--- config.mk ---
export PLATFORM = sky130hd
export DESIGN_NAME = sd_reg_top
export DESIGN_NICKNAME = d
export VERILOG_FILES = /design/src/hw/sd_reg_pkg.sv /design/src/hw/sd_apb_decode.sv /design/src/hw/sd_cfg_regs.sv /design/src/hw/sd_cmd_pulse.sv /design/src/hw/sd_reg_top.sv
export SDC_FILE = /design/constraint.sdc
export NUM_CORES = 1
export LEC_CHECK = 0
export BUFFER_PORTS_ARGS = -buffer_cell sky130_fd_sc_hd__buf_2
export CORE_AREA = 2 2 242 244
export DETAILED_ROUTE_END_ITERATION = 6
export DIE_AREA = 0 0 244 246
export GPL_TIMING_DRIVEN = 0
export PLACE_DENSITY = 0.4
export SYNTH_ARGS = -nofsm -noshare
export SYNTH_HDL_FRONTEND = slang
export SYNTH_HIERARCHICAL = 1
export SYNTH_SLANG_ARGS = --single-unit
--- constraint.sdc ---
create_clock -name i_clk -period 2.7 [get_ports i_clk]
set_input_delay 0.405 -clock i_clk [delete_from_list [all_inputs] [get_ports i_clk]]
set_output_delay 0.405 -clock i_clk [all_outputs]
set_load 0.005 [all_outputs]
--- src/hw/sd_reg_pkg.sv ---
package sd_reg_pkg;

   typedef logic [15:0]  reg_addr_t;
   typedef logic [31:0]  reg_data_t;
   typedef logic [3:0]   speed_t;
   typedef logic [119:0] card_id_t;
   typedef logic [15:0]  cmd_code_t;

   // host writable registers
   localparam reg_addr_t OFS_COMMAND      = 16'h0000;
   localparam reg_addr_t OFS_SPEED        = 16'h0004;
   localparam reg_addr_t OFS_SD_ADDR      = 16'h0008;
   localparam reg_addr_t OFS_DDR_ADDR     = 16'h000c;
   localparam reg_addr_t OFS_SECTOR       = 16'h0010;
   localparam reg_addr_t OFS_RESET        = 16'h0018;
   localparam reg_addr_t OFS_POWER        = 16'h001c;
   localparam reg_addr_t OFS_DATA_TYPE    = 16'h005c;

   // read-only engine status
   localparam reg_addr_t OFS_LINK_STATUS  = 16'h0020;
   localparam reg_addr_t OFS_TRANS_STATUS = 16'h0024;
   localparam reg_addr_t OFS_RCA          = 16'h002c;
   localparam reg_addr_t OFS_CID0         = 16'h0030;
   localparam reg_addr_t OFS_CID1         = 16'h0034;
   localparam reg_addr_t OFS_CID2         = 16'h0038;
   localparam reg_addr_t OFS_CID3         = 16'h003c;
   localparam reg_addr_t OFS_CSD0         = 16'h0040;
   localparam reg_addr_t OFS_CSD1         = 16'h0044;
   localparam reg_addr_t OFS_CSD2         = 16'h0048;
   localparam reg_addr_t OFS_CSD3         = 16'h004c;
   localparam reg_addr_t OFS_RD_COUNT     = 16'h0050;
   localparam reg_addr_t OFS_WR_COUNT     = 16'h0054;
   localparam reg_addr_t OFS_BURST_DONE   = 16'h0058;
   localparam reg_addr_t OFS_R1_RESP      = 16'h012c;

   // one 1080p RGBA frame in 512-byte sectors
   localparam reg_data_t RST_SECTOR_SIZE  = 32'd16201;
   localparam reg_data_t RST_SD_ADDR      = 32'd24832;
   localparam reg_data_t RST_DDR_ADDR     = 32'h8000_0000;
   localparam reg_data_t RST_DATA_TYPE    = 32'h0000_424d;
   localparam logic      RST_SD_RST       = 1'b1;

   localparam cmd_code_t CMD_INIT         = 16'd1;
   localparam cmd_code_t CMD_READ         = 16'd2;
   localparam cmd_code_t CMD_WRITE        = 16'd3;

   // pulse length in cycles shortened for simulation
   localparam int PULSE_CYCLES   = 32;
   localparam int PULSE_CHANNELS = 2;

   typedef logic [$clog2(PULSE_CYCLES)-1:0] pulse_cnt_t;

   localparam pulse_cnt_t PULSE_LAST = pulse_cnt_t'(PULSE_CYCLES - 1);

   typedef struct packed {
      logic      psel;
      logic      penable;
      logic      pwrite;
      reg_addr_t paddr;
      reg_data_t pwdata;
   } apb_req_t;

   typedef struct packed {
      logic      pready;
      reg_data_t prdata;
      logic      pslverr;
   } apb_rsp_t;

   typedef struct packed {
      speed_t    speed;
      reg_data_t sector_size;
      reg_data_t sd_addr;
      reg_data_t ddr_addr;
      logic      sd_rst;
      logic      sd_power;
      reg_data_t data_type;
   } sd_cfg_t;

   typedef struct packed {
      logic        cs_n;
      logic [10:0] initial_status;
      logic [7:0]  trans_status;
      logic [15:0] rca;
      card_id_t    cid;
      card_id_t    csd;
      reg_data_t   r1_resp;
      reg_data_t   rd_count;
      reg_data_t   wr_count;
      logic        burst_done;
   } sd_status_t;

   // one strobe per writable register
   typedef struct packed {
      logic      cmd;
      logic      speed;
      logic      sd_addr;
      logic      ddr_addr;
      logic      sector;
      logic      sd_rst;
      logic      power;
      logic      data_type;
      reg_data_t wdata;
   } reg_wr_t;

   // sel is 0 for read and 1 for write
   typedef struct packed {
      logic valid;
      logic init;
      logic start;
      logic sel;
   } cmd_t;

   typedef enum logic {
      PULSE_IDLE,
      PULSE_ACTIVE
   } pulse_state_e;

endpackage

--- src/hw/sd_apb_decode.sv ---
`timescale 1ns/100ps

module sd_apb_decode (
   input  logic                   i_clk,
   input  logic                   i_rst_n,
   input  sd_reg_pkg::apb_req_t   i_apb,
   output sd_reg_pkg::apb_rsp_t   o_apb,
   input  sd_reg_pkg::sd_status_t i_status,
   input  sd_reg_pkg::sd_cfg_t    i_cfg,
   output sd_reg_pkg::reg_wr_t    o_wr
);

   import sd_reg_pkg::*;

   logic      r_setup;
   logic      w_access;
   logic      w_wr_acc;
   logic      w_rd_acc;
   logic      w_wr_hit;
   logic      w_rd_hit;
   reg_data_t w_rd_data;

   // word 0 carries the low 24 bits moved up by one byte
   function automatic reg_data_t card_word(input card_id_t id, input logic [1:0] idx);
      case (idx)
         2'd0:    card_word = {id[23:0], 8'd0};
         2'd1:    card_word = id[55:24];
         2'd2:    card_word = id[87:56];
         default: card_word = id[119:88];
      endcase
   endfunction

   // access phase only counts after a setup phase
   always_ff @(posedge i_clk or negedge i_rst_n) begin
      if (!i_rst_n) begin
         r_setup <= 1'b0;
      end else begin
         r_setup <= i_apb.psel & ~i_apb.penable;
      end
   end

   assign w_access = i_apb.psel & i_apb.penable & r_setup;
   assign w_wr_acc = w_access & i_apb.pwrite;
   assign w_rd_acc = w_access & ~i_apb.pwrite;

   // write strobes
   always_comb begin
      o_wr       = '0;
      o_wr.wdata = i_apb.pwdata;
      w_wr_hit   = 1'b1;
      case (i_apb.paddr)
         OFS_COMMAND:   o_wr.cmd       = w_wr_acc;
         OFS_SPEED:     o_wr.speed     = w_wr_acc;
         OFS_SD_ADDR:   o_wr.sd_addr   = w_wr_acc;
         OFS_DDR_ADDR:  o_wr.ddr_addr  = w_wr_acc;
         OFS_SECTOR:    o_wr.sector    = w_wr_acc;
         OFS_RESET:     o_wr.sd_rst    = w_wr_acc;
         OFS_POWER:     o_wr.power     = w_wr_acc;
         OFS_DATA_TYPE: o_wr.data_type = w_wr_acc;
         default:       w_wr_hit       = 1'b0;
      endcase
   end

   // read mux with unnamed bits held at zero
   always_comb begin
      w_rd_data = '0;
      w_rd_hit  = 1'b1;
      case (i_apb.paddr)
         OFS_LINK_STATUS:  w_rd_data = {i_status.cs_n, 20'd0, i_status.initial_status};
         OFS_TRANS_STATUS: w_rd_data = {24'd0, i_status.trans_status};
         OFS_RCA:          w_rd_data = {16'd0, i_status.rca};
         OFS_CID0, OFS_CID1, OFS_CID2, OFS_CID3: begin
            w_rd_data = card_word(i_status.cid, i_apb.paddr[3:2]);
         end
         OFS_CSD0, OFS_CSD1, OFS_CSD2, OFS_CSD3: begin
            w_rd_data = card_word(i_status.csd, i_apb.paddr[3:2]);
         end
         OFS_R1_RESP:      w_rd_data = i_status.r1_resp;
         OFS_RD_COUNT:     w_rd_data = i_status.rd_count;
         OFS_WR_COUNT:     w_rd_data = i_status.wr_count;
         OFS_BURST_DONE:   w_rd_data = {31'd0, i_status.burst_done};
         OFS_DATA_TYPE:    w_rd_data = i_cfg.data_type;
         default:          w_rd_hit  = 1'b0;
      endcase
   end

   // no wait states
   assign o_apb.pready  = 1'b1;
   assign o_apb.prdata  = w_rd_acc ? w_rd_data : '0;
   assign o_apb.pslverr = w_access & (i_apb.pwrite ? ~w_wr_hit : ~w_rd_hit);

endmodule

--- src/hw/sd_cfg_regs.sv ---
`timescale 1ns/100ps

module sd_cfg_regs (
   input  logic                i_clk,
   input  logic                i_rst_n,
   input  sd_reg_pkg::reg_wr_t i_wr,
   output sd_reg_pkg::sd_cfg_t o_cfg,
   output sd_reg_pkg::cmd_t    o_cmd
);

   import sd_reg_pkg::*;

   cmd_t w_cmd_next;

   // configuration registers
   always_ff @(posedge i_clk or negedge i_rst_n) begin
      if (!i_rst_n) begin
         o_cfg.speed       <= '0;
         o_cfg.sector_size <= RST_SECTOR_SIZE;
         o_cfg.sd_addr     <= RST_SD_ADDR;
         o_cfg.ddr_addr    <= RST_DDR_ADDR;
         o_cfg.sd_rst      <= RST_SD_RST;
         o_cfg.sd_power    <= 1'b0;
         o_cfg.data_type   <= RST_DATA_TYPE;
      end else begin
         if (i_wr.speed) begin
            o_cfg.speed <= i_wr.wdata[$bits(speed_t)-1:0];
         end
         if (i_wr.sector) begin
            o_cfg.sector_size <= i_wr.wdata;
         end
         if (i_wr.sd_addr) begin
            o_cfg.sd_addr <= i_wr.wdata;
         end
         if (i_wr.ddr_addr) begin
            o_cfg.ddr_addr <= i_wr.wdata;
         end
         // single-bit controls take bit 0
         if (i_wr.sd_rst) begin
            o_cfg.sd_rst <= i_wr.wdata[0];
         end
         if (i_wr.power) begin
            o_cfg.sd_power <= i_wr.wdata[0];
         end
         if (i_wr.data_type) begin
            o_cfg.data_type <= i_wr.wdata;
         end
      end
   end

   // command code lives in the low half-word
   always_comb begin
      w_cmd_next = '0;
      if (i_wr.cmd) begin
         case (cmd_code_t'(i_wr.wdata[15:0]))
            CMD_INIT: begin
               w_cmd_next.valid = 1'b1;
               w_cmd_next.init  = 1'b1;
            end
            CMD_READ: begin
               w_cmd_next.valid = 1'b1;
               w_cmd_next.start = 1'b1;
               w_cmd_next.sel   = 1'b0;
            end
            CMD_WRITE: begin
               w_cmd_next.valid = 1'b1;
               w_cmd_next.start = 1'b1;
               w_cmd_next.sel   = 1'b1;
            end
            default: w_cmd_next = '0;
         endcase
      end
   end

   // one-cycle command to the pulse stage
   always_ff @(posedge i_clk or negedge i_rst_n) begin
      if (!i_rst_n) begin
         o_cmd <= '0;
      end else begin
         o_cmd <= w_cmd_next;
      end
   end

endmodule

--- src/hw/sd_cmd_pulse.sv ---
`timescale 1ns/100ps

module sd_cmd_pulse (
   input  logic                  i_clk,
   input  logic                  i_rst_n,
   input  sd_reg_pkg::cmd_t      i_cmd,
   input  sd_reg_pkg::reg_data_t i_sd_addr,
   output logic                  o_initial_en,
   output logic                  o_trans_start,
   output logic                  o_trans_sel,
   output sd_reg_pkg::reg_data_t o_trans_addr
);

   import sd_reg_pkg::*;

   // channel 0 is init and channel 1 is transfer start
   pulse_state_e              r_state [PULSE_CHANNELS];
   pulse_cnt_t                r_cnt   [PULSE_CHANNELS];
   logic [PULSE_CHANNELS-1:0] w_trig;

   assign w_trig[0] = i_cmd.valid & i_cmd.init;
   assign w_trig[1] = i_cmd.valid & i_cmd.start;

   // counter runs PULSE_LAST down to 0 and a new trigger reloads it
   always_ff @(posedge i_clk or negedge i_rst_n) begin
      if (!i_rst_n) begin
         for (int i = 0; i < PULSE_CHANNELS; i++) begin
            r_state[i] <= PULSE_IDLE;
            r_cnt[i]   <= '0;
         end
      end else begin
         for (int i = 0; i < PULSE_CHANNELS; i++) begin
            case (r_state[i])
               PULSE_IDLE: begin
                  if (w_trig[i]) begin
                     r_state[i] <= PULSE_ACTIVE;
                     r_cnt[i]   <= PULSE_LAST;
                  end
               end
               PULSE_ACTIVE: begin
                  if (w_trig[i]) begin
                     r_cnt[i] <= PULSE_LAST;
                  end else if (r_cnt[i] == '0) begin
                     r_state[i] <= PULSE_IDLE;
                  end else begin
                     r_cnt[i] <= r_cnt[i] - pulse_cnt_t'(1);
                  end
               end
               default: r_state[i] <= PULSE_IDLE;
            endcase
         end
      end
   end

   // hold direction and card address for the whole transfer
   always_ff @(posedge i_clk or negedge i_rst_n) begin
      if (!i_rst_n) begin
         o_trans_sel  <= 1'b0;
         o_trans_addr <= '0;
      end else if (w_trig[1]) begin
         o_trans_sel  <= i_cmd.sel;
         o_trans_addr <= i_sd_addr;
      end
   end

   assign o_initial_en  = (r_state[0] == PULSE_ACTIVE);
   assign o_trans_start = (r_state[1] == PULSE_ACTIVE);

endmodule

--- src/hw/sd_reg_top.sv ---
`timescale 1ns/100ps

module sd_reg_top (
   input  logic                   i_clk,
   input  logic                   i_rst_n,
   input  sd_reg_pkg::apb_req_t   i_apb,
   output sd_reg_pkg::apb_rsp_t   o_apb,
   input  sd_reg_pkg::sd_status_t i_status,
   output sd_reg_pkg::sd_cfg_t    o_cfg,
   output logic                   o_initial_en,
   output logic                   o_trans_start,
   output logic                   o_trans_sel,
   output sd_reg_pkg::reg_data_t  o_trans_addr
);

   import sd_reg_pkg::*;

   reg_wr_t w_wr;
   sd_cfg_t w_cfg;
   cmd_t    w_cmd;

   // bus side
   sd_apb_decode u_apb_decode (
      .i_clk    (i_clk),
      .i_rst_n  (i_rst_n),
      .i_apb    (i_apb),
      .o_apb    (o_apb),
      .i_status (i_status),
      .i_cfg    (w_cfg),
      .o_wr     (w_wr)
   );

   sd_cfg_regs u_cfg_regs (
      .i_clk   (i_clk),
      .i_rst_n (i_rst_n),
      .i_wr    (w_wr),
      .o_cfg   (w_cfg),
      .o_cmd   (w_cmd)
   );

   // engine side
   sd_cmd_pulse u_cmd_pulse (
      .i_clk         (i_clk),
      .i_rst_n       (i_rst_n),
      .i_cmd         (w_cmd),
      .i_sd_addr     (w_cfg.sd_addr),
      .o_initial_en  (o_initial_en),
      .o_trans_start (o_trans_start),
      .o_trans_sel   (o_trans_sel),
      .o_trans_addr  (o_trans_addr)
   );

   assign o_cfg = w_cfg;

endmodule

* After elaboration in Yosys (flattened, before gate mapping) *
Index checks and enable logic that the tools add are counted.
Widths: inputs -> output; s select.

storage, ports and cells
  bits of input ports = 426
  bits in registers = 184
  logic and storage cells = 111
  output and inout port bits = 203

operators by class
  $add $sub $neg = 2
  reductions and logical operators = 11
  mux-type cells = 35
  eq/ne operators = 31
  bitwise operators = 14

operators with widths
  kind                 count
  $pmux 32 s10         1
  $pmux 32 s3          2
  $eq 16x7->1 const B  8
  $eq 16x6->1 const B  7
  $eq 16x5->1 const B  3
  $eq 16x2->1 const B  2
  $eq 16x4->1 const B  2
  $mux 32              1
  $mux 5               6
  $pmux 5 s2           2
  $mux 1               19
  $eq 16x1->1 const B  1
  $eq 16x3->1 const B  1
  $eq 16x9->1 const B  1
  $logic_not 16->1     1
  $reduce_or 16->1     1
  $logic_not 5->1      2
  $sub 5x1->5 const B  2
  $and 1x1->1          8
  $reduce_or 4->1      2
  $reduce_or 8->1      1
  $ne 3x3->1 const B   2
  $not 1->1            6
  $mux 4               1
  other kinds (8)      11

* Longest topological paths before layout *
  depth after elaboration = 6
  gate-level depth with buffers = 8
  gate-level depth less buffers = 8

* By module *
The synthesis kept the hierarchy.

by module, submodules not included
  module         cells each  instances  area an instance (um2)  seq. area each (um2)
  sd_cfg_regs    302         1          5201.2                  3478.3
  sd_apb_decode  371         1          3562.2                  25.0
  sd_cmd_pulse   128         1          1803.0                  1126.1

* Worst setup path before layout *
OpenSTA, ideal clock, no wires.

  path type = input to output
  start point = in i_apb[34] (netlist bit)
  end point = out o_apb[11] (netlist bit)
  data required time = 2295 ps
  arrival = 2239 ps
  path slack = 56 ps
  stages on the path = 6
  cells stage by stage = buf_2 buf_2 buf_1 mux4_2 a222oi_1 a31oi_1

RTL lines
  what             RTL line         source
  start, declared  sd_reg_top.sv:6  input sd_reg_pkg::apb_req_t i_apb,
  end, declared    sd_reg_top.sv:7  output sd_reg_pkg::apb_rsp_t o_apb,

==> results.sh <==
export IMPL_max_stage_delay_ns=0.84
export IMPL_synth_edf_count=0
export IMPL_coreArea_um2=57370
export IMPL_worst_r2r_endpoint="u_cfg_regs/o_cfg[96]"
export IMPL_holdPathStages=2
export IMPL_synth_area_leaders="dfrtp_1 (39%), mux2_2 (19%), mux4_2 (10%)"
export IMPL_fmax_mhz=331.3
export IMPL_synth_top_family_by_area="multiplexers"
export IMPL_synthMuxAreaShare=0.3121
export IMPL_internal_power_mw=4.442
export IMPL_leakagePower_nw=8.051
export IMPL_detail_route_antenna_nets=0
export IMPL_pin_count=629
export IMPL_io_buffers=593
export IMPL_synth_fa_ha_area_frac=0.002368
export IMPL_synth_warnings=6
export IMPL_rows=88
export IMPL_min_from="i_apb[49]"
export IMPL_p_comb_frac=0.141
export IMPL_switching_share=0.2732
export IMPL_cts_buffers=17
export IMPL_start_util=0.1842
export IMPL_drive_gt1_frac=0.7229
export IMPL_ys_seq_area_frac=0.4381
export IMPL_synth_cells=801
export IMPL_num_nets_final=1873
export IMPL_die_y_um=246
export IMPL_grt_first_pass_wirelength_um=82970
export IMPL_wl_per_cell_um=26.63
export IMPL_vias=10352
export IMPL_final_core_util=0.2771
export IMPL_ys_ff_latch=184
export IMPL_required_ns=2.30
export IMPL_yosysMostFrequentCell="mux2_2"
export IMPL_clk_pin_slew_ns=0.09
export IMPL_clock_skew_ns=0.02418
export IMPL_synth_common_cells="mux2_2 (179), dfrtp_1 (164), a222oi_1 (50), mux4_2 (48), buf_4 (45)"
export IMPL_rsz0062_at_grt="true"
export IMPL_cap_violations=0
export IMPL_ys_types=62
export IMPL_wl_um=59330
export IMPL_hold_viol=0
export IMPL_seqPwrFrac=0.451
export IMPL_firstDrtPassIters=5
export IMPL_yosys_area_top_type_share=0.3884
export IMPL_relSlewSlack=0.3593
export IMPL_async_reset_ff_frac=1.000
export IMPL_worstPathCellList="buf_2 -> buf_6 -> mux4_2 -> a222oi_1 -> a21oi_1 -> buf_2"
export IMPL_synth_xor_area_frac=0
export IMPL_r2r_cells=7
export IMPL_cts_tree="yes"
export IMPL_crit_reg2reg_launch="u_apb_decode/r_setup"
export IMPL_tightest_slew_ns=0.9611
export IMPL_setup_slack_ns=-0.3182
export IMPL_failed_checks="setup timing"
export IMPL_syn_avg_cell_area_um2=13.19
export IMPL_synth_top_flop_cell="dfrtp_1"
export IMPL_syn_area_um2=10570
export IMPL_holdWs_ns=0.1332
export IMPL_root_buffer="clkbuf_16"
export IMPL_drt_iter0_drc=665
export IMPL_grt_max_degree=111
export IMPL_finalWeightedCongestion=0.9427
export IMPL_hpwl_um=49950
export IMPL_fin_crit_ns=3.018
export IMPL_drv_slew=0
export IMPL_start_kind="input pin"
export IMPL_power_density_nw_per_um2=384.5
export IMPL_synth_top_cell_by_area="dfrtp_1"
export IMPL_worst_ep_arrival_time_ns=2.61
export IMPL_cpMostUsedCell="buf_2"
export IMPL_clock_sinks=184
export IMPL_synthToLayoutAreaGrowth_pct=50.43
export IMPL_p_sw_mw=1.670
export IMPL_synth_nets=1229
export IMPL_grt_pass1_vias=11084
export IMPL_ir_worst_vdd_mv=0.3751
export IMPL_min_to="u_apb_decode/r_setup"
export IMPL_antenna_found_initial=17
export IMPL_final_period_utilization=1.118
export IMPL_viasPerCell=4.646
export IMPL_cts_buffer_depth=2
export IMPL_endpoint_kind="output port"
export IMPL_status="finished with violations"
export IMPL_die_w_um=244
export IMPL_pwr_share_clk=0.408
export IMPL_grtUsageTotal=0.1937
export IMPL_holdCritPathClass="input pin to register"
export IMPL_rrSetupSlack_ns=0.45
export IMPL_htree_num_levels=4
export IMPL_synthSimpleGateAreaFrac=0.06880
export IMPL_crit_slowest_cell="a222oi_1"
export IMPL_dieArea_um2=60020
export IMPL_setup_viol=32
export IMPL_synth_compound_area_frac=0.1194
export IMPL_crit_fanout=10
export IMPL_drc_errors=0
export IMPL_grt_overflow_total=0
export IMPL_final_area_um2=15900
export IMPL_crit_type="input pin to output port"
export IMPL_place_area_um2=14540
export IMPL_clkLatencyLatePin_ns=0.45
-- layout make-up --
| class | instances | area, um2 |
|---|---|---|
| Clock buffer | 17 | 425.4 |
| Antenna cell | 5 | 12.51 |
| Tap cell | 765 | 957.2 |
| Multi-Input combinational cell | 509 | 5529 |
| Inverter | 9 | 33.78 |
| Clock inverter | 15 | 160.2 |
| Timing Repair Buffer | 627 | 3387 |
| Sequential cell | 184 | 4629 |
| Buffer | 97 | 760.7 |
| Fill cell | 6112 | 41470 |
-- cells in the final DEF (no fill, tap or decap), types with 7 or more instances in the layout --
cell type,n
clkbuf_2,10
clkbuf_4,8
buf_4,69
clkbuf_16,17
a22oi_1,13
buf_12,7
mux2i_1,10
mux2_1,9
inv_1,9
mux2_2,179
a22oi_2,9
buf_2,600
nor2_1,18
mux4_2,48
dfrtp_1,164
buf_6,16
a31oi_1,10
a22o_1,18
a21oi_1,22
buf_8,8
a222oi_1,50
nand2_1,19
dfstp_2,20
-- worst max path at each step --
stage | slack [ns] | startpoint | end
global placement | -2.01 | i_rst_n | u_cfg_regs/o_cfg[1]
detailed placement | -1.66 | i_apb[35] | o_apb[31]
global route | -0.39 | i_apb[46] | o_apb[7]
CTS | -0.42 | i_apb[46] | o_apb[9]
floorplan | 0.06 | i_apb[34] | o_apb[11]
finish | -0.32 | i_apb[34] | o_apb[19]
-- worst max-delay path, delay by kind of cell --
kind,cells,cell delay (ns)
mux,1,0.54
buf+inv,3,0.68
compound gates,2,0.97
-- stage by stage --
| stage | setup slack (ns) | TNS (ns) | total power [mW] | cells |
|---|---|---|---|---|
| final | -0.3182 | -7.598 | 6.111 | 2228 |
| after global routing | -0.3939 | -9.716 | 6.408 | 2226 |
| after CTS | -0.4221 | -10.93 | 6.228 | 2217 |
| after detailed placement | -1.663 | -192.31 | 3.641 | 2161 |
| after global placement | -2.011 | -530.72 | 3.626 | 2159 |
| after floorplan | 0.05561 | 0 | 3.134 | 801 |
-- cells by family (layout without fill, tap and decap cells) --
logic type	Yosys count	count (layout)
simple gates	106	106
other cells	1	6
fa+ha+maj	2	2
buf+inv	108	765
compound gates	154	154
mux	246	246
flops	184	184
-- per-layer routing --
layer	GRT usage	wire length, um	part of all wire
met1	0.2340	24310	0.41
met2	0.3409	29160	0.49
met3	0.05011	4184	0.071
met4	0.04968	1608	0.027
met5	0	60	0.0010
-- sequential cells by signal, summed over array words and instances (netlist names) --
signal / cells
u_apb_decode/r_setup: 1
u_cfg_regs/o_cfg: 134
u_cfg_regs/o_cmd: 4
u_cmd_pulse/o_initial_en: 1
u_cmd_pulse/o_trans_addr: 32
u_cmd_pulse/o_trans_sel: 1
u_cmd_pulse/o_trans_start: 1
u_cmd_pulse/r_cnt: 10
-- power groups by stage --
stage / clock network (mW) / logic, mW / registers [mW]
global route: 2.73 / 0.925 / 2.76
floorplan: 0 / 0.324 / 2.81
CTS: 2.61 / 0.860 / 2.76
detailed placement: 0 / 0.831 / 2.81
finish: 2.49 / 0.861 / 2.76
global placement: 0 / 0.816 / 2.81
-- timing repair --
action                                 4_1_cts  5_1_grt
gates resized for setup                     97       62
buffers inserted                            23        5
endpoints found under the hold margin       72        0
cloned                                       2        1
setup endpoints to repair                  169       97
hold buffers                                 1        0
pin swaps                                   31       34
No activity file was read; power rests on OpenSTA's default activity.
